===== config.mk =====
export PLATFORM = sky130hd
export DESIGN_NAME = ooo_issue_top
export DESIGN_NICKNAME = d
export VERILOG_FILES = /design/src/ooo_issue_pkg.sv /design/src/ooo_issue_if.sv /design/src/inst_decoder.sv /design/src/reservation_station.sv /design/src/alu_exec.sv /design/src/result_writeback.sv /design/src/ooo_issue_top.sv
export VERILOG_INCLUDE_DIRS = /design/src
export SDC_FILE = /design/constraint.sdc
export NUM_CORES = 1
export LEC_CHECK = 0
export CELL_PAD_IN_SITES_DETAIL_PLACEMENT = 1
export CELL_PAD_IN_SITES_GLOBAL_PLACEMENT = 2
export CORE_MARGIN = 8
export CORE_UTILIZATION = 34
export DETAILED_ROUTE_END_ITERATION = 16
export DONT_BUFFER_PORTS = 1
export GPL_ROUTABILITY_DRIVEN = 0
export GPL_TIMING_DRIVEN = 0
export HOLD_SLACK_MARGIN = 0.05
export PLACE_DENSITY = 0.75
export REMOVE_ABC_BUFFERS = 1
export SLEW_MARGIN = 30
export SYNTH_ARGS = -nofsm -noshare
export SYNTH_HDL_FRONTEND = slang
export SYNTH_SLANG_ARGS = --single-unit

===== constraint.sdc =====
create_clock -name clk -period 33.4 [get_ports clk]
set_input_delay 1.67 -clock clk [delete_from_list [all_inputs] [get_ports clk]]
set_output_delay 1.67 -clock clk [all_outputs]
set_load 0.02 [all_outputs]

===== src/ooo_issue_defs.svh =====
/*
 * sizing macros for the out-of-order issue subsystem
 * register file, data path, station depth, sequence index
 */

`ifndef OOO_ISSUE_DEFS_SVH
`define OOO_ISSUE_DEFS_SVH

// ======================================================================
// architectural state
// ======================================================================

// architectural registers
`define OOO_NUM_REGS 16
// register index width, log2 of the register count
`define OOO_REG_W 4
// data path width
`define OOO_DATA_W 16

// ======================================================================
// scheduling
// ======================================================================

// station entries, 2 or 8 also work
`define OOO_RS_SIZE 4
// sequence index width, wrap bit sits on top of it
`define OOO_SEQ_W 4

`endif


===== src/ooo_issue_pkg.sv =====
/*
 * shared types of the out-of-order issue subsystem
 * opcode enum, instruction word union, sequence tag, station entry
 */

`include "ooo_issue_defs.svh"

package ooo_issue_pkg;

  // register form ops first, immediate forms in the upper half
  typedef enum logic [3:0] {
    OP_ADD  = 4'h0,
    OP_SUB  = 4'h1,
    OP_AND  = 4'h2,
    OP_XOR  = 4'h3,
    OP_ADDI = 4'h8,
    OP_LUI  = 4'h9
  } opcode_e;

  // register form: rd = rs1 op rs2
  typedef struct packed {
    opcode_e               opcode;
    logic [`OOO_REG_W-1:0] rd;
    logic [`OOO_REG_W-1:0] rs1;
    logic [`OOO_REG_W-1:0] rs2;
  } inst_reg_t;

  // immediate form, addi reads rd as its source
  typedef struct packed {
    opcode_e               opcode;
    logic [`OOO_REG_W-1:0] rd;
    logic [7:0]            imm;
  } inst_imm_t;

  // same 16 bits, two views
  typedef union packed {
    inst_reg_t r;
    inst_imm_t i;
  } inst_word_u;

  // program order tag
  typedef struct packed {
    logic                  wrap;
    logic [`OOO_SEQ_W-1:0] idx;
  } seq_t;

  // one source operand, value or waiting tag
  typedef struct packed {
    logic                   rdy;
    logic [`OOO_REG_W-1:0]  tag;
    logic [`OOO_DATA_W-1:0] val;
  } src_t;

  typedef struct packed {
    logic                  valid;
    opcode_e               opcode;
    logic [`OOO_REG_W-1:0] rd;
    src_t                  src_a;
    src_t                  src_b;
    seq_t                  seq;
  } rs_entry_t;

  // legal ops write rd, anything else is a silent no-op
  function automatic logic op_writes(input opcode_e op);
    return op inside {OP_ADD, OP_SUB, OP_AND, OP_XOR, OP_ADDI, OP_LUI};
  endfunction

endpackage


===== src/ooo_issue_if.sv =====
/*
 * internal buses of the issue subsystem
 * dispatch (decoder to station), issue (station to ALU),
 * wakeup (result broadcast to every listener)
 */

`timescale 1ns/1ps
`include "ooo_issue_defs.svh"

interface dispatch_if;
  import ooo_issue_pkg::*;
  logic      valid;
  rs_entry_t entry;
  logic      full;
  modport master  (output valid, entry, input full);
  modport station (input valid, entry, output full);
endinterface

interface issue_if;
  import ooo_issue_pkg::*;
  logic                   valid;
  opcode_e                opcode;
  logic [`OOO_REG_W-1:0]  rd;
  logic [`OOO_DATA_W-1:0] opnd_a;
  logic [`OOO_DATA_W-1:0] opnd_b;
  seq_t                   seq;
  modport source (output valid, opcode, rd, opnd_a, opnd_b, seq);
  modport sink   (input valid, opcode, rd, opnd_a, opnd_b, seq);
endinterface

interface wake_if;
  import ooo_issue_pkg::*;
  logic                   valid;
  logic [`OOO_REG_W-1:0]  rd;
  logic [`OOO_DATA_W-1:0] data;
  seq_t                   seq;
  modport driver   (output valid, rd, data, seq);
  modport listener (input valid, rd, data, seq);
  modport monitor  (input valid, rd, data, seq);
endinterface


===== src/inst_decoder.sv =====
/*
 * decode stage
 * splits the instruction word, reads operands with result bypass,
 * numbers accepted instructions and stalls on full station or busy rd
 */

`timescale 1ns/1ps
`include "ooo_issue_defs.svh"

module inst_decoder (
  input  logic                                        clk,
  input  logic                                        rst_n,
  input  logic                                        flush_i,
  input  logic                                        inst_valid_i,
  input  ooo_issue_pkg::inst_word_u                   inst_i,
  output logic                                        inst_ready_o,
  input  logic [`OOO_NUM_REGS-1:0]                    busy_i,
  input  logic [`OOO_NUM_REGS-1:0][`OOO_DATA_W-1:0]   rf_data_i,
  dispatch_if.master                                  disp,
  wake_if.listener                                    wake
);
  import ooo_issue_pkg::*;

  opcode_e               op;
  logic                  is_imm;
  logic                  writes;
  logic                  need_a;
  logic                  need_b;
  logic                  dest_busy;
  logic [`OOO_REG_W-1:0] tag_a;
  src_t                  src_a;
  src_t                  src_b;
  seq_t                  seq_q;

  // operand lookup: free register, same-cycle broadcast, else wait on tag
  function automatic src_t read_src(input logic need, input logic [`OOO_REG_W-1:0] tag);
    src_t s;
    s.tag = need ? tag : '0;
    s.rdy = 1'b1;
    s.val = '0;
    if (need) begin
      if (!busy_i[tag]) begin
        s.val = rf_data_i[tag];
      end else if (wake.valid && wake.rd == tag) begin
        // bypass, the register file write lands at this same edge
        s.val = wake.data;
      end else begin
        s.rdy = 1'b0;
      end
    end
    return s;
  endfunction

  // ====================================================================
  // field decode
  // ====================================================================

  always_comb begin
    op     = inst_i.r.opcode;
    is_imm = op inside {OP_ADDI, OP_LUI};
    writes = op_writes(op);
    // lui has no register source, illegal ops have none at all
    need_a = writes && (op != OP_LUI);
    need_b = writes && !is_imm;
    tag_a  = is_imm ? inst_i.i.rd : inst_i.r.rs1;
    src_a  = read_src(need_a, tag_a);
    src_b  = read_src(need_b, inst_i.r.rs2);
    // raw immediate rides in operand b, the ALU extends it
    if (is_imm) begin
      src_b.val = `OOO_DATA_W'(inst_i.i.imm);
    end
  end

  // waw hazard, no renaming so hold until rd is free
  assign dest_busy    = writes && busy_i[inst_i.r.rd];
  assign inst_ready_o = !disp.full && !dest_busy && !flush_i;

  assign disp.valid = inst_valid_i && inst_ready_o;
  assign disp.entry = '{valid:  1'b1,
                        opcode: op,
                        rd:     inst_i.r.rd,
                        src_a:  src_a,
                        src_b:  src_b,
                        seq:    seq_q};

  // ====================================================================
  // sequence counter
  // ====================================================================

  // {wrap, idx} counts as one word, so wrap flips on index rollover
  always_ff @(posedge clk or negedge rst_n) begin
    if (!rst_n) begin
      seq_q <= '0;
    end else if (disp.valid) begin
      seq_q <= seq_t'(seq_q + 1'b1);
    end
  end

endmodule


===== src/reservation_station.sv =====
/*
 * non-compacting reservation station
 * lowest-free-slot write, broadcast wakeup, oldest-ready issue
 */

`timescale 1ns/1ps
`include "ooo_issue_defs.svh"

module reservation_station (
  input  logic        clk,
  input  logic        rst_n,
  input  logic        flush_i,
  dispatch_if.station disp,
  wake_if.listener    wake,
  issue_if.source     iss
);
  import ooo_issue_pkg::*;

  localparam int IDX_W = (`OOO_RS_SIZE > 1) ? $clog2(`OOO_RS_SIZE) : 1;

  rs_entry_t [`OOO_RS_SIZE-1:0] mem_q;
  rs_entry_t [`OOO_RS_SIZE-1:0] mem_d;

  logic [`OOO_RS_SIZE-1:0] free;
  logic [`OOO_RS_SIZE-1:0] ready;
  logic [IDX_W-1:0]        wr_idx;
  logic [IDX_W-1:0]        sel_idx;
  logic                    sel_vld;
  seq_t                    sel_seq;

  // x older than y, wrap-aware
  function automatic logic is_older(input seq_t x, input seq_t y);
    if (x.wrap == y.wrap) begin
      return x.idx < y.idx;
    end
    // wrap differs so the larger index was handed out first
    return x.idx > y.idx;
  endfunction

  // capture a matching broadcast into a waiting source
  function automatic src_t snoop(input src_t s);
    src_t r;
    r = s;
    if (wake.valid && !s.rdy && s.tag == wake.rd) begin
      r.rdy = 1'b1;
      r.val = wake.data;
    end
    return r;
  endfunction

  // ====================================================================
  // slot status and write pointer
  // ====================================================================

  always_comb begin
    wr_idx = '0;
    for (int j = 0; j < `OOO_RS_SIZE; j++) begin
      free[j]  = !mem_q[j].valid;
      ready[j] = mem_q[j].valid && mem_q[j].src_a.rdy && mem_q[j].src_b.rdy;
    end
    // walk down so the lowest free slot wins
    for (int j = `OOO_RS_SIZE - 1; j >= 0; j--) begin
      if (free[j]) begin
        wr_idx = IDX_W'(j);
      end
    end
  end

  assign disp.full = ~|free;

  // ====================================================================
  // oldest-ready select
  // ====================================================================

  always_comb begin
    sel_vld = 1'b0;
    sel_idx = '0;
    sel_seq = '0;
    for (int j = 0; j < `OOO_RS_SIZE; j++) begin
      if (ready[j] && (!sel_vld || is_older(mem_q[j].seq, sel_seq))) begin
        sel_vld = 1'b1;
        sel_idx = IDX_W'(j);
        sel_seq = mem_q[j].seq;
      end
    end
  end

  // plain strobe, ALU takes it every cycle
  assign iss.valid  = sel_vld;
  assign iss.opcode = mem_q[sel_idx].opcode;
  assign iss.rd     = mem_q[sel_idx].rd;
  assign iss.opnd_a = mem_q[sel_idx].src_a.val;
  assign iss.opnd_b = mem_q[sel_idx].src_b.val;
  assign iss.seq    = mem_q[sel_idx].seq;

  // ====================================================================
  // next state
  // ====================================================================

  always_comb begin
    mem_d = mem_q;
    // wakeup on every slot, idle slots are don't-care
    for (int j = 0; j < `OOO_RS_SIZE; j++) begin
      mem_d[j].src_a = snoop(mem_q[j].src_a);
      mem_d[j].src_b = snoop(mem_q[j].src_b);
    end
    // issued slot frees at this edge
    if (sel_vld) begin
      mem_d[sel_idx].valid = 1'b0;
    end
    // new entry goes to a free slot, never the one issuing
    if (disp.valid) begin
      mem_d[wr_idx] = disp.entry;
    end
  end

  always_ff @(posedge clk or negedge rst_n) begin
    if (!rst_n) begin
      mem_q <= '0;
    end else if (flush_i) begin
      for (int j = 0; j < `OOO_RS_SIZE; j++) begin
        mem_q[j].valid <= 1'b0;
      end
    end else begin
      mem_q <= mem_d;
    end
  end

  // decoder only offers while a slot is free
  a_no_write_full: assert property (@(posedge clk) disable iff (!rst_n)
    disp.valid |-> !disp.full);

endmodule


===== src/alu_exec.sv =====
/*
 * single-cycle integer ALU
 * add, sub, and, xor, addi, lui with a registered result broadcast
 */

`timescale 1ns/1ps
`include "ooo_issue_defs.svh"

module alu_exec (
  input  logic   clk,
  input  logic   rst_n,
  input  logic   flush_i,
  issue_if.sink  iss,
  wake_if.driver wake
);
  import ooo_issue_pkg::*;

  logic [`OOO_DATA_W-1:0] res;
  logic [`OOO_DATA_W-1:0] imm_sext;

  // immediate arrives zero-extended in the low byte of operand b
  assign imm_sext = {{(`OOO_DATA_W - 8){iss.opnd_b[7]}}, iss.opnd_b[7:0]};

  // ====================================================================
  // compute
  // ====================================================================

  always_comb begin
    case (iss.opcode)
      OP_ADD:  res = iss.opnd_a + iss.opnd_b;
      OP_SUB:  res = iss.opnd_a - iss.opnd_b;
      OP_AND:  res = iss.opnd_a & iss.opnd_b;
      OP_XOR:  res = iss.opnd_a ^ iss.opnd_b;
      OP_ADDI: res = iss.opnd_a + imm_sext;
      // upper byte load, low bits cleared
      OP_LUI:  res = {iss.opnd_b[7:0], {(`OOO_DATA_W - 8){1'b0}}};
      default: res = '0;
    endcase
  end

  // ====================================================================
  // result register
  // ====================================================================

  // illegal ops leave the station here without a broadcast
  always_ff @(posedge clk or negedge rst_n) begin
    if (!rst_n) begin
      wake.valid <= 1'b0;
    end else if (flush_i) begin
      wake.valid <= 1'b0;
    end else begin
      wake.valid <= iss.valid && op_writes(iss.opcode);
    end
  end

  always_ff @(posedge clk) begin
    if (iss.valid) begin
      wake.rd   <= iss.rd;
      wake.data <= res;
      wake.seq  <= iss.seq;
    end
  end

  // operands of an issued op were all captured as values
  a_issue_known: assert property (@(posedge clk) disable iff (!rst_n)
    iss.valid |-> !$isunknown({iss.opnd_a, iss.opnd_b}));

endmodule


===== src/result_writeback.sv =====
/*
 * result stage
 * architectural register file and busy bits,
 * written and cleared from the result broadcast
 */

`timescale 1ns/1ps
`include "ooo_issue_defs.svh"

module result_writeback (
  input  logic                                      clk,
  input  logic                                      rst_n,
  input  logic                                      flush_i,
  wake_if.monitor                                   wake,
  input  logic [`OOO_NUM_REGS-1:0]                  set_busy_i,
  output logic [`OOO_NUM_REGS-1:0]                  busy_o,
  output logic [`OOO_NUM_REGS-1:0][`OOO_DATA_W-1:0] rf_data_o
);

  logic [`OOO_NUM_REGS-1:0][`OOO_DATA_W-1:0] rf_q;
  logic [`OOO_NUM_REGS-1:0]                  busy_q;
  logic [`OOO_NUM_REGS-1:0]                  clr_busy;

  // ====================================================================
  // register file
  // ====================================================================

  // a write in the flush cycle still lands, it was already broadcast
  always_ff @(posedge clk or negedge rst_n) begin
    if (!rst_n) begin
      rf_q <= '0;
    end else if (wake.valid) begin
      rf_q[wake.rd] <= wake.data;
    end
  end

  // ====================================================================
  // busy bits
  // ====================================================================

  always_comb begin
    clr_busy = '0;
    if (wake.valid) begin
      clr_busy[wake.rd] = 1'b1;
    end
  end

  // set and clear never hit the same register, dispatch waits on busy rd
  always_ff @(posedge clk or negedge rst_n) begin
    if (!rst_n) begin
      busy_q <= '0;
    end else if (flush_i) begin
      busy_q <= '0;
    end else begin
      busy_q <= (busy_q & ~clr_busy) | set_busy_i;
    end
  end

  assign busy_o    = busy_q;
  assign rf_data_o = rf_q;

  // every result was announced by a dispatch that marked rd busy
  a_wake_busy: assert property (@(posedge clk) disable iff (!rst_n)
    wake.valid |-> busy_q[wake.rd]);

endmodule


===== src/ooo_issue_top.sv =====
/*
 * top level of the out-of-order issue subsystem
 * decoder, reservation station, ALU and result stage on internal buses
 */

`timescale 1ns/1ps
`include "ooo_issue_defs.svh"

module ooo_issue_top (
  input  logic                      clk,
  input  logic                      rst_n,
  input  logic                      flush_i,
  input  logic                      inst_valid_i,
  input  ooo_issue_pkg::inst_word_u inst_i,
  output logic                      inst_ready_o,
  output logic                      result_valid_o,
  output logic [`OOO_REG_W-1:0]     result_rd_o,
  output logic [`OOO_DATA_W-1:0]    result_data_o,
  output ooo_issue_pkg::seq_t       result_seq_o
);
  import ooo_issue_pkg::*;

  logic [`OOO_NUM_REGS-1:0]                  busy;
  logic [`OOO_NUM_REGS-1:0]                  set_busy;
  logic [`OOO_NUM_REGS-1:0][`OOO_DATA_W-1:0] rf_data;

  dispatch_if disp_bus ();
  issue_if    iss_bus ();
  wake_if     wake_bus ();

  // accepted legal op claims its rd, one-hot
  always_comb begin
    set_busy = '0;
    if (disp_bus.valid && op_writes(disp_bus.entry.opcode)) begin
      set_busy[disp_bus.entry.rd] = 1'b1;
    end
  end

  inst_decoder inst_decoder_inst (
    .clk          (clk),
    .rst_n        (rst_n),
    .flush_i      (flush_i),
    .inst_valid_i (inst_valid_i),
    .inst_i       (inst_i),
    .inst_ready_o (inst_ready_o),
    .busy_i       (busy),
    .rf_data_i    (rf_data),
    .disp         (disp_bus.master),
    .wake         (wake_bus.listener)
  );

  reservation_station reservation_station_inst (
    .clk     (clk),
    .rst_n   (rst_n),
    .flush_i (flush_i),
    .disp    (disp_bus.station),
    .wake    (wake_bus.listener),
    .iss     (iss_bus.source)
  );

  alu_exec alu_exec_inst (
    .clk     (clk),
    .rst_n   (rst_n),
    .flush_i (flush_i),
    .iss     (iss_bus.sink),
    .wake    (wake_bus.driver)
  );

  result_writeback result_writeback_inst (
    .clk        (clk),
    .rst_n      (rst_n),
    .flush_i    (flush_i),
    .wake       (wake_bus.monitor),
    .set_busy_i (set_busy),
    .busy_o     (busy),
    .rf_data_o  (rf_data)
  );

  // result broadcast out to the ports
  assign result_valid_o = wake_bus.valid;
  assign result_rd_o    = wake_bus.rd;
  assign result_data_o  = wake_bus.data;
  assign result_seq_o   = wake_bus.seq;

endmodule


After elaboration in Yosys (flattened, before gate mapping)
Cells that the tools add are included.
W data, S select, Z words.
{ "classes": {"n_reduce_logical": 68, "add_sub_neg": 4, "eq_ne": 24, "n_bitwise": 5, "n_lt_le_gt_ge": 16, "n_mux": 91} }
{ "ops": {"columns": ["operator", "count"], "rows": [
  ["$bwmux W224", 2],
  ["$mux W224", 2],
  ["$mux W16", 21],
  ["$bwmux W256", 1],
  ["$demux W56 S2", 2],
  ["$bmux W16 S4", 2],
  ["$bmux W56 S2", 1],
  ["$mux W56", 2],
  ["$pmux W16 S6", 1],
  ["$demux W16 S4", 1],
  ["$mux W55", 1],
  ["$logic_and A1 B1 Y1", 41],
  ["$eq A4 B4 Y1", 10],
  ["$mux W1", 38],
  ["$add A16 B16 Y16", 2],
  ["$and A16 B16 Y16", 2],
  ["$lt A4 B5 Y1 const B", 4],
  ["$logic_not A1 Y1", 18],
  ["$eq A4 B2 Y1 const B", 4],
  ["$eq A4 B4 Y1 const B", 4],
  ["$not A16 Y16", 1],
  ["$or A16 B16 Y16", 1],
  ["$sub A16 B16 Y16", 1],
  ["$xor A16 B16 Y16", 1],
  ["other kinds (19)", 45]
]} }
{ "totals": {"register_bits": 527, "input_bits": 20} }

Logic depth before layout (Yosys ltp)
Gate-level depths: netlist (run 1).
{ "logic_depth": {"depth_word": 30, "ltp_mapped": 57} }

Hierarchy
A second synthesis (run 1) with hierarchy kept.
{ "hier_totals": {"cells_unflattened": 2846, "area_unflattened_um2": 31494.0} }
{ "modules_own_cells": {"columns": ["mod", "instances", "area_each_um2", "cells_each"], "rows": [
  ["reservation_station", 1, 11762.5, 1213],
  ["result_writeback", 1, 10269.8, 644],
  ["inst_decoder", 1, 6814.0, 716],
  ["alu_exec", 1, 2424.8, 243],
  ["ooo_issue_top", 1, 222.7, 30]
]} }

Worst setup path before layout (run 1)
OpenSTA, ideal clock, no wires.
{ "synth_path": {"path_kind": "reg2reg", "from": "register reservation_station_inst.mem_q[55] (netlist bit)", "to": "register alu_exec_inst.wake.data[15], data pin", "path_stages_with_launch": 54, "period_less_slack_ps": 11303, "arrival_time_ps": 11047, "setup_time_ps": 257, "required_ps": 33143, "path_buffers": 13, "setup_slack_ps": 22097, "cell_sequence": "dfrtp_1 and3_1 buf_2 nand2_1 ha_1 o21ai_0 a21oi_1 or3_1 a31oi_2 buf_2 clkbuf_1 buf_1 clkbuf_1 a22oi_1 ha_1 and4_1 a211oi_1 o21ai_1 (+18 left out) a21o_1 inv_1 ha_1 o21a_1 ha_1 a21o_1 a21o_1 a21o_1 a21oi_1 o21ai_0 a211o_1 a2111oi_0 o31ai_1 a21o_1 a21oi_1 nor2_1 mux2i_1 nand2_1"} }
{ "synth_between": {"elab_chain_len": 25} }
{ "synth_lines": {"columns": ["element", "line", "text"], "rows": [
  ["from (decl)", "reservation_station.sv:21", "rs_entry_t [`OOO_RS_SIZE-1:0] mem_q;"],
  ["from (signal assigned)", "reservation_station.sv:125", "mem_q <= mem_d;"],
  ["$logic_and A1 B1 Y1 (*) (2 in a row)", "reservation_station.sv:59", "ready[j] = mem_q[j].valid && mem_q[j].src_a.rdy && mem_q[j].src_b.rdy;"],
  ["$mux W5", "reservation_station.sv:80", "if (ready[j] && (!sel_vld || is_older(mem_q[j].seq, sel_seq))) begin"],
  ["$lt A4 B4 Y1 or $eq A1 B1 Y1 (tied branches)", "reservation_station.sv:34, reservation_station.sv:33", null],
  ["$mux W1", "reservation_station.sv:33", "if (x.wrap == y.wrap) begin"],
  ["$mux W1", "reservation_station.sv:37", "return x.idx > y.idx;"],
  ["$logic_or A1 B1 Y1", "reservation_station.sv:80", null],
  ["$logic_and A1 B1 Y1", "reservation_station.sv:80", null],
  ["$mux W5", "reservation_station.sv:80", null],
  ["(+8 left out)", null, null],
  ["$mux W1", "reservation_station.sv:37", null],
  ["$logic_or A1 B1 Y1", "reservation_station.sv:80", null],
  ["$logic_and A1 B1 Y1", "reservation_station.sv:80", null],
  ["$mux W2 (*)", "reservation_station.sv:80", null],
  ["$bmux W56 S2 (*)", "reservation_station.sv:90, reservation_station.sv:92, reservation_station.sv:93", null],
  ["$mux W55 (not written as such) (*)", "reservation_station.sv:90", "assign iss.opcode = mem_q[sel_idx].opcode;"],
  ["$add A16 B16 Y16 (tied with other cells)", "alu_exec.sv:34", "OP_ADDI: res = iss.opnd_a + imm_sext;"],
  ["$pmux W16 S6 (*)", "alu_exec.sv:29", "case (iss.opcode)"],
  ["to (signal assigned)", "alu_exec.sv:59", "wake.data <= res;"],
  ["to (decl)", "ooo_issue_if.sv:37", "modport driver (output valid, rd, data, seq);"]
]} }
Every way passes the cells marked *; elsewhere a longest branch is shown, timed or not. The select of a mux whose other input is x is not followed.
A chain may end at the register's enable or synchronous reset.

Worst setup path in the final report (run 1)
Ends and elaborated chain as after synthesis.

==> flow_summary.yaml, run 1 <==
yosys:
  ys_seq_area_share_pct: 43.8
  synth.area.top_cells: "dfrtp_1, mux2_2, nand2_1, mux4_2, o21ai_0"
  synth_seq_cells: 527
  netlist_top_cells_count: "nand2_1, dfrtp_1, mux2_2, clkbuf_1, o21ai_0"
  ys.flop_type: "dfrtp_1"
  synth.most_common_cell: "nand2_1"
  avgSynthCellArea_um2: 9.95
  yosysTopAreaCell: "dfrtp_1"
  synth_top_cell_area_share_pct: 41.3
  async_flop_share_pct: 95.3
  syn_inst: 3055
  syn_area_um2: 30400
  ys_types: 77
  synth_edf_count: 25
  synth-warning-count: 0
route:
  vias_per_cell: 5.94
  vias: 24600
  drc: 0
  finalWirelength_mm: 108
  ant_nets: 0
  avgRoutedWirePerCell_um: 26.0
  firstDrtPassIters: 5
  dr.first_iter.drc_count: 1974
setup_path:
  worst_setup_path_start_kind: "flop"
  cp.required_ps: 33770
  critPathArrivalTime_ps: 13050
  crit_path_end_kind: "flop"
  cp-startpoint: "reservation_station_inst.mem_q[55]"
  worst-path-max-fanout: 31
  slowest_delay_ps: 630
  r2r-start: "reservation_station_inst.mem_q[55]"
  cpMaxStageDelayCell: "a31oi_4"
  critPathKind: "reg -> reg"
clocking:
  htreeDepth: 2
  clockBufferDepth: 3
  cts.repair.resized: 0
  root_buffer: "clkbuf_16"
  post_cts_buffers: 0
  clk_latency_ps: 660
  cts.clk_slew.worst_paths_ps: 60
  clkSinkCount: 527
  cts_hold_buf: 0
  cts_tree: "done"
  numCtsBuffers: 61
placement:
  placed_cells: 4029
  port_buffers: 0
  hpwlAfterDp_mm: 71.2
floorplanning:
  pin_count: 47
  die_w_um: 315
  rows: 109
  die_h_um: 315
  die-area_um2: 99200
  coreArea_um2: 88500
  initial_utilization_pct: 34.3
cells_and_area:
  drive_gt1_share_pct: 20.7
  area_delta_synth_final_pct: 14.2
  nets: 2995
  fin_cells: 4143
  antennaDiodeCount: 0
  final_core_util_pct: 39.2
job:
  max_cap_viol_count: 0
global_route:
  overflow: 0
  grt_pass1_vias: 26300
  grt_start_max_net_pins: 503
  grt_pass1_wl_mm: 166
  antenna_found_initial: 1
  grtUsageTotal_pct: 21.4
min_path:
  min_path_type: "reg -> reg"
  min_from: "reservation_station_inst.mem_q[48]"
timing:
  hold_slack_ps: 474
  fin_skew_ps: 53.1
  grt_setup_unrepaired: "no"
  slew_headroom_pct: -11.4
  final_hold_viol_count: 0
  min_period_ps: 12680
  tightestPinTransition_ps: 1670
  max_freq_ghz: 0.0789
  setup_violations: 0
  slew_viol_final: 119
  tns_ps: 0
  fin_crit_sh_pct: 37.9
outcome:
  failed_checks: "slew limit"
  outcome: "finished with violations"
power:
  p_leak_nw: 14.9
  power.density_nw_per_um2: 51.2
  vdd_drop_max_uv: 42.5
## placed cells by master, fill, tap and decap left out, types with 18 or more instances in the layout
cell	n
a22oi_1	138
a211oi_1	107
a31oi_1	63
nor2_1	100
inv_1	51
mux4_2	90
xnor2_1	31
clkbuf_1	18
mux2i_1	42
mux2_2	264
a311oi_1	40
clkbuf_16	62
nand3_1	27
ha_1	45
nand2_1	545
dfrtp_1	502
a21oi_1	84
edfxtp_1	25
buf_16	30
buf_8	31
o21ai_0	213
a21o_1	18
and2_1	73
xor2_1	33
nor2b_1	20
nor3_1	37
## kinds of logic after synthesis
group	after synthesis	synth area share, %
fa+ha+maj	46	1.92
xor+xnor	64	1.84
mux	406	18.2
compound gates	762	16.7
simple gates	911	13.1
flops	527	43.8
buf+inv	339	4.36
## critical path, delay by kind of cell (launching register included)
family | cells | cell delay [ps]
compound gates | 24 | 6320
simple gates | 11 | 3070
fa+ha+maj | 5 | 1430
mux | 2 | 710
flops | 1 | 500
buf+inv | 2 | 350
## layer usage
metal	share of wire (%)	track usage, %	routed length [um]
met1	45	29.4	48200
met4	2.5	5.83	2730
met2	48	35.3	51100
met3	5.1	3.13	5510
met5	0	0	0
## area by class of cell
| class | count | area, um2 |
|---|---|---|
| Multi-Input combinational cell | 2189 | 16100 |
| Fill cell | 9691 | 53800 |
| Clock inverter | 19 | 193 |
| Sequential cell | 527 | 13300 |
| Inverter | 52 | 195 |
| Clock buffer | 93 | 1800 |
| Tap cell | 1165 | 1460 |
| Timing Repair Buffer | 98 | 1650 |
## per-stage QoR
stage	worst slack [ps]	power [mW]	cell area (um2)
detailed placement	20970	1.11	32700
global route	20110	1.85	34700
finish	20720	1.78	34700
floorplan	20660	0.992	29300
CTS	20870	1.79	34700
global placement	13700	1.08	30700
## flip-flops by register name, summed over array words and instances (netlist names)
signal and cells:
alu_exec_inst.wake.seq 5, alu_exec_inst.wake.rd 4, reservation_station_inst.mem_q 224, inst_decoder_inst.disp.entry 5, alu_exec_inst.wake.data 16, alu_exec_inst.wake.valid 1
result_writeback_inst.rf_data_o 256, result_writeback_inst.busy_o 16
## path summary, 6_finish.rpt
| kind | endpoint | slack [ps] | depth (start not counted) |
|---|---|---|---|
| worst min register to register | reservation_station_inst.mem_q[48] | 470 | 2 |
| max in group asynchronous | result_writeback_inst.busy_o[4] | 31330 | 0 |
| worst max register to register | alu_exec_inst.wake.data[15] | 20720 | 44 |
| min in group asynchronous | result_writeback_inst.rf_data_o[64] | 790 | 0 |
| worst min-delay path | reservation_station_inst.mem_q[48] | 470 | 2 |
| worst max-delay path | alu_exec_inst.wake.data[15] | 20720 | 44 |
## power by group
part           internal, mW  switching [mW]  total, mW
Clock                 0.385           0.287      0.673
Combinational         0.151           0.168      0.319
Sequential            0.716          0.0688      0.785
Total                  1.25           0.524       1.78
(Power assumes the default switching activity.)
==> run 2, diff against run 1 <==
==> constraint.sdc (replaced) <==
create_clock -name clk -period 13.1 [get_ports clk]
set_input_delay 0.655 -clock clk [delete_from_list [all_inputs] [get_ports clk]]
set_output_delay 0.655 -clock clk [all_outputs]
set_load 0.02 [all_outputs]
==> flow_summary.yaml, run 2 (same netlist as run 1, synthesis figures left out) <==
clocking:
  cts.clk_slew.worst_paths_ps: 60
  clkSinkCount: 527
  numCtsBuffers: 61
  clk_latency_ps: 660
  post_cts_buffers: 0
  htreeDepth: 2
  root_buffer: "clkbuf_16"
  clockBufferDepth: 3
  cts_tree: "done"
timing:
  max_freq_ghz: 0.0801
  tightestPinTransition_ps: 1000
  slew_headroom_pct: 33.0
  setup_ws_ps: 615
  fin_skew_ps: 53.1
  final_hold_viol_count: 0
  setup_violations: 0
  slew_viol_final: 0
  tns_ps: 0
  fin_crit_sh_pct: 95.3
  hold_slack_ps: 62.6
  min_period_ps: 12480
  grt_setup_unrepaired: "no"
job:
  max_cap_viol_count: 0
power:
  finalPower_mw: 4.57
  p_leak_nw: 14.9
  vdd_drop_max_uv: 109
  power.density_nw_per_um2: 131
route:
  finalWirelength_mm: 108
  drc: 0
  vias: 24600
  vias_per_cell: 5.93
  avgRoutedWirePerCell_um: 26.0
  firstDrtPassIters: 5
  ant_nets: 0
  dr.first_iter.drc_count: 1834
floorplanning:
  die_h_um: 315
  coreArea_um2: 88500
  initial_utilization_pct: 34.3
  pin_count: 47
  die-area_um2: 99200
  die_w_um: 315
  rows: 109
global_route:
  grt_start_max_net_pins: 503
  grt_pass1_vias: 26300
  grtUsageTotal_pct: 21.5
  grt_pass1_wl_mm: 166
  antenna_found_initial: 1
  overflow: 0
setup_path:
  cpMaxStageDelayCell: "a2111oi_0"
  slowest_delay_ps: 640
  crit_path_end_kind: "flop"
  cp.required_ps: 13470
  critPathKind: "reg -> reg"
  worst_setup_path_start_kind: "flop"
  critPathArrivalTime_ps: 12860
  worst-path-max-fanout: 31
placement:
  port_buffers: 0
  hpwlAfterDp_mm: 71.2
  place_ws_ps: 667
  placed_cells: 4029
  place_area_um2: 32700
cells_and_area:
  fin_cells: 4149
  antennaDiodeCount: 0
  largest_reg_flops: 256
  nets: 3001
  drive_gt1_share_pct: 20.9
  area_delta_synth_final_pct: 14.7
  final_common_cell: "nand2_1"
  design_area_um2: 34900
  layout_common_cells: "nand2_1, dfrtp_1, mux2_2"
  final_core_util_pct: 39.4
min_path:
  min_path_type: "in -> reg"
outcome:
  outcome: "finished, final reports clean"
-- run 2: cell count changes in the layout (fill, tap and decap cells not counted), sizes merged --
| cell | previous run | this run |
|---|---|---|
| buf | 98 | 103 |
| dlygate4sd3 | 0 | 1 |
-- run 2: critical path, delay by kind of cell, from the launching register on --
family          cells  cell delay [ps]
buf+inv             2              350
compound gates     24             6330
flops               1              500
simple gates       11             2890
fa+ha+maj           5             1410
mux                 2              710
-- run 2: metal layers --
layer  part of all wire, %  track usage (%)
met4                   2.5             5.79
met3                   5.1             3.15
met2                    48             35.3
met5                     0                0
met1                    45             29.5
-- run 2: timing repair --
item / 4_1_cts / 5_1_grt
endpoints found under the hold margin: 502 / 91
hold buffers: 1 / 1
setup endpoints to repair: 0 / 1
resized for setup: 0 / 1
-- run 2: final timing paths --
kind / start / end / slack (ps) / cells after the start
worst max register to register: reservation_station_inst.mem_q[55] / alu_exec_inst.wake.data[15] / 620 / 44
worst max-delay path: reservation_station_inst.mem_q[55] / alu_exec_inst.wake.data[15] / 620 / 44
min in group asynchronous: rst_n / result_writeback_inst.rf_data_o[192] / 640 / 2
worst min register to register: reservation_station_inst.mem_q[130] / reservation_station_inst.mem_q[130] / 480 / 2
max in group asynchronous: rst_n / reservation_station_inst.mem_q[69] / 11350 / 3
worst min-delay path: flush_i / reservation_station_inst.mem_q[167] / 60 / 1
-- run 2: area by class of cell --
| class | instances | area [um2] |
|---|---|---|
| fill | 9684 | 53600 |
| multi-input combinational | 2189 | 16100 |
| sequential | 527 | 13300 |
| timing repair buffer | 104 | 1800 |
| clock buffer | 93 | 1800 |
| tap | 1165 | 1460 |
| inverter | 52 | 195 |
| clock inverter | 19 | 193 |
-- run 2: power by group --
part / switching [mW] / internal [mW]
clock: 0.735 / 0.982
sequential: 0.175 / 1.83
combinational: 0.460 / 0.390
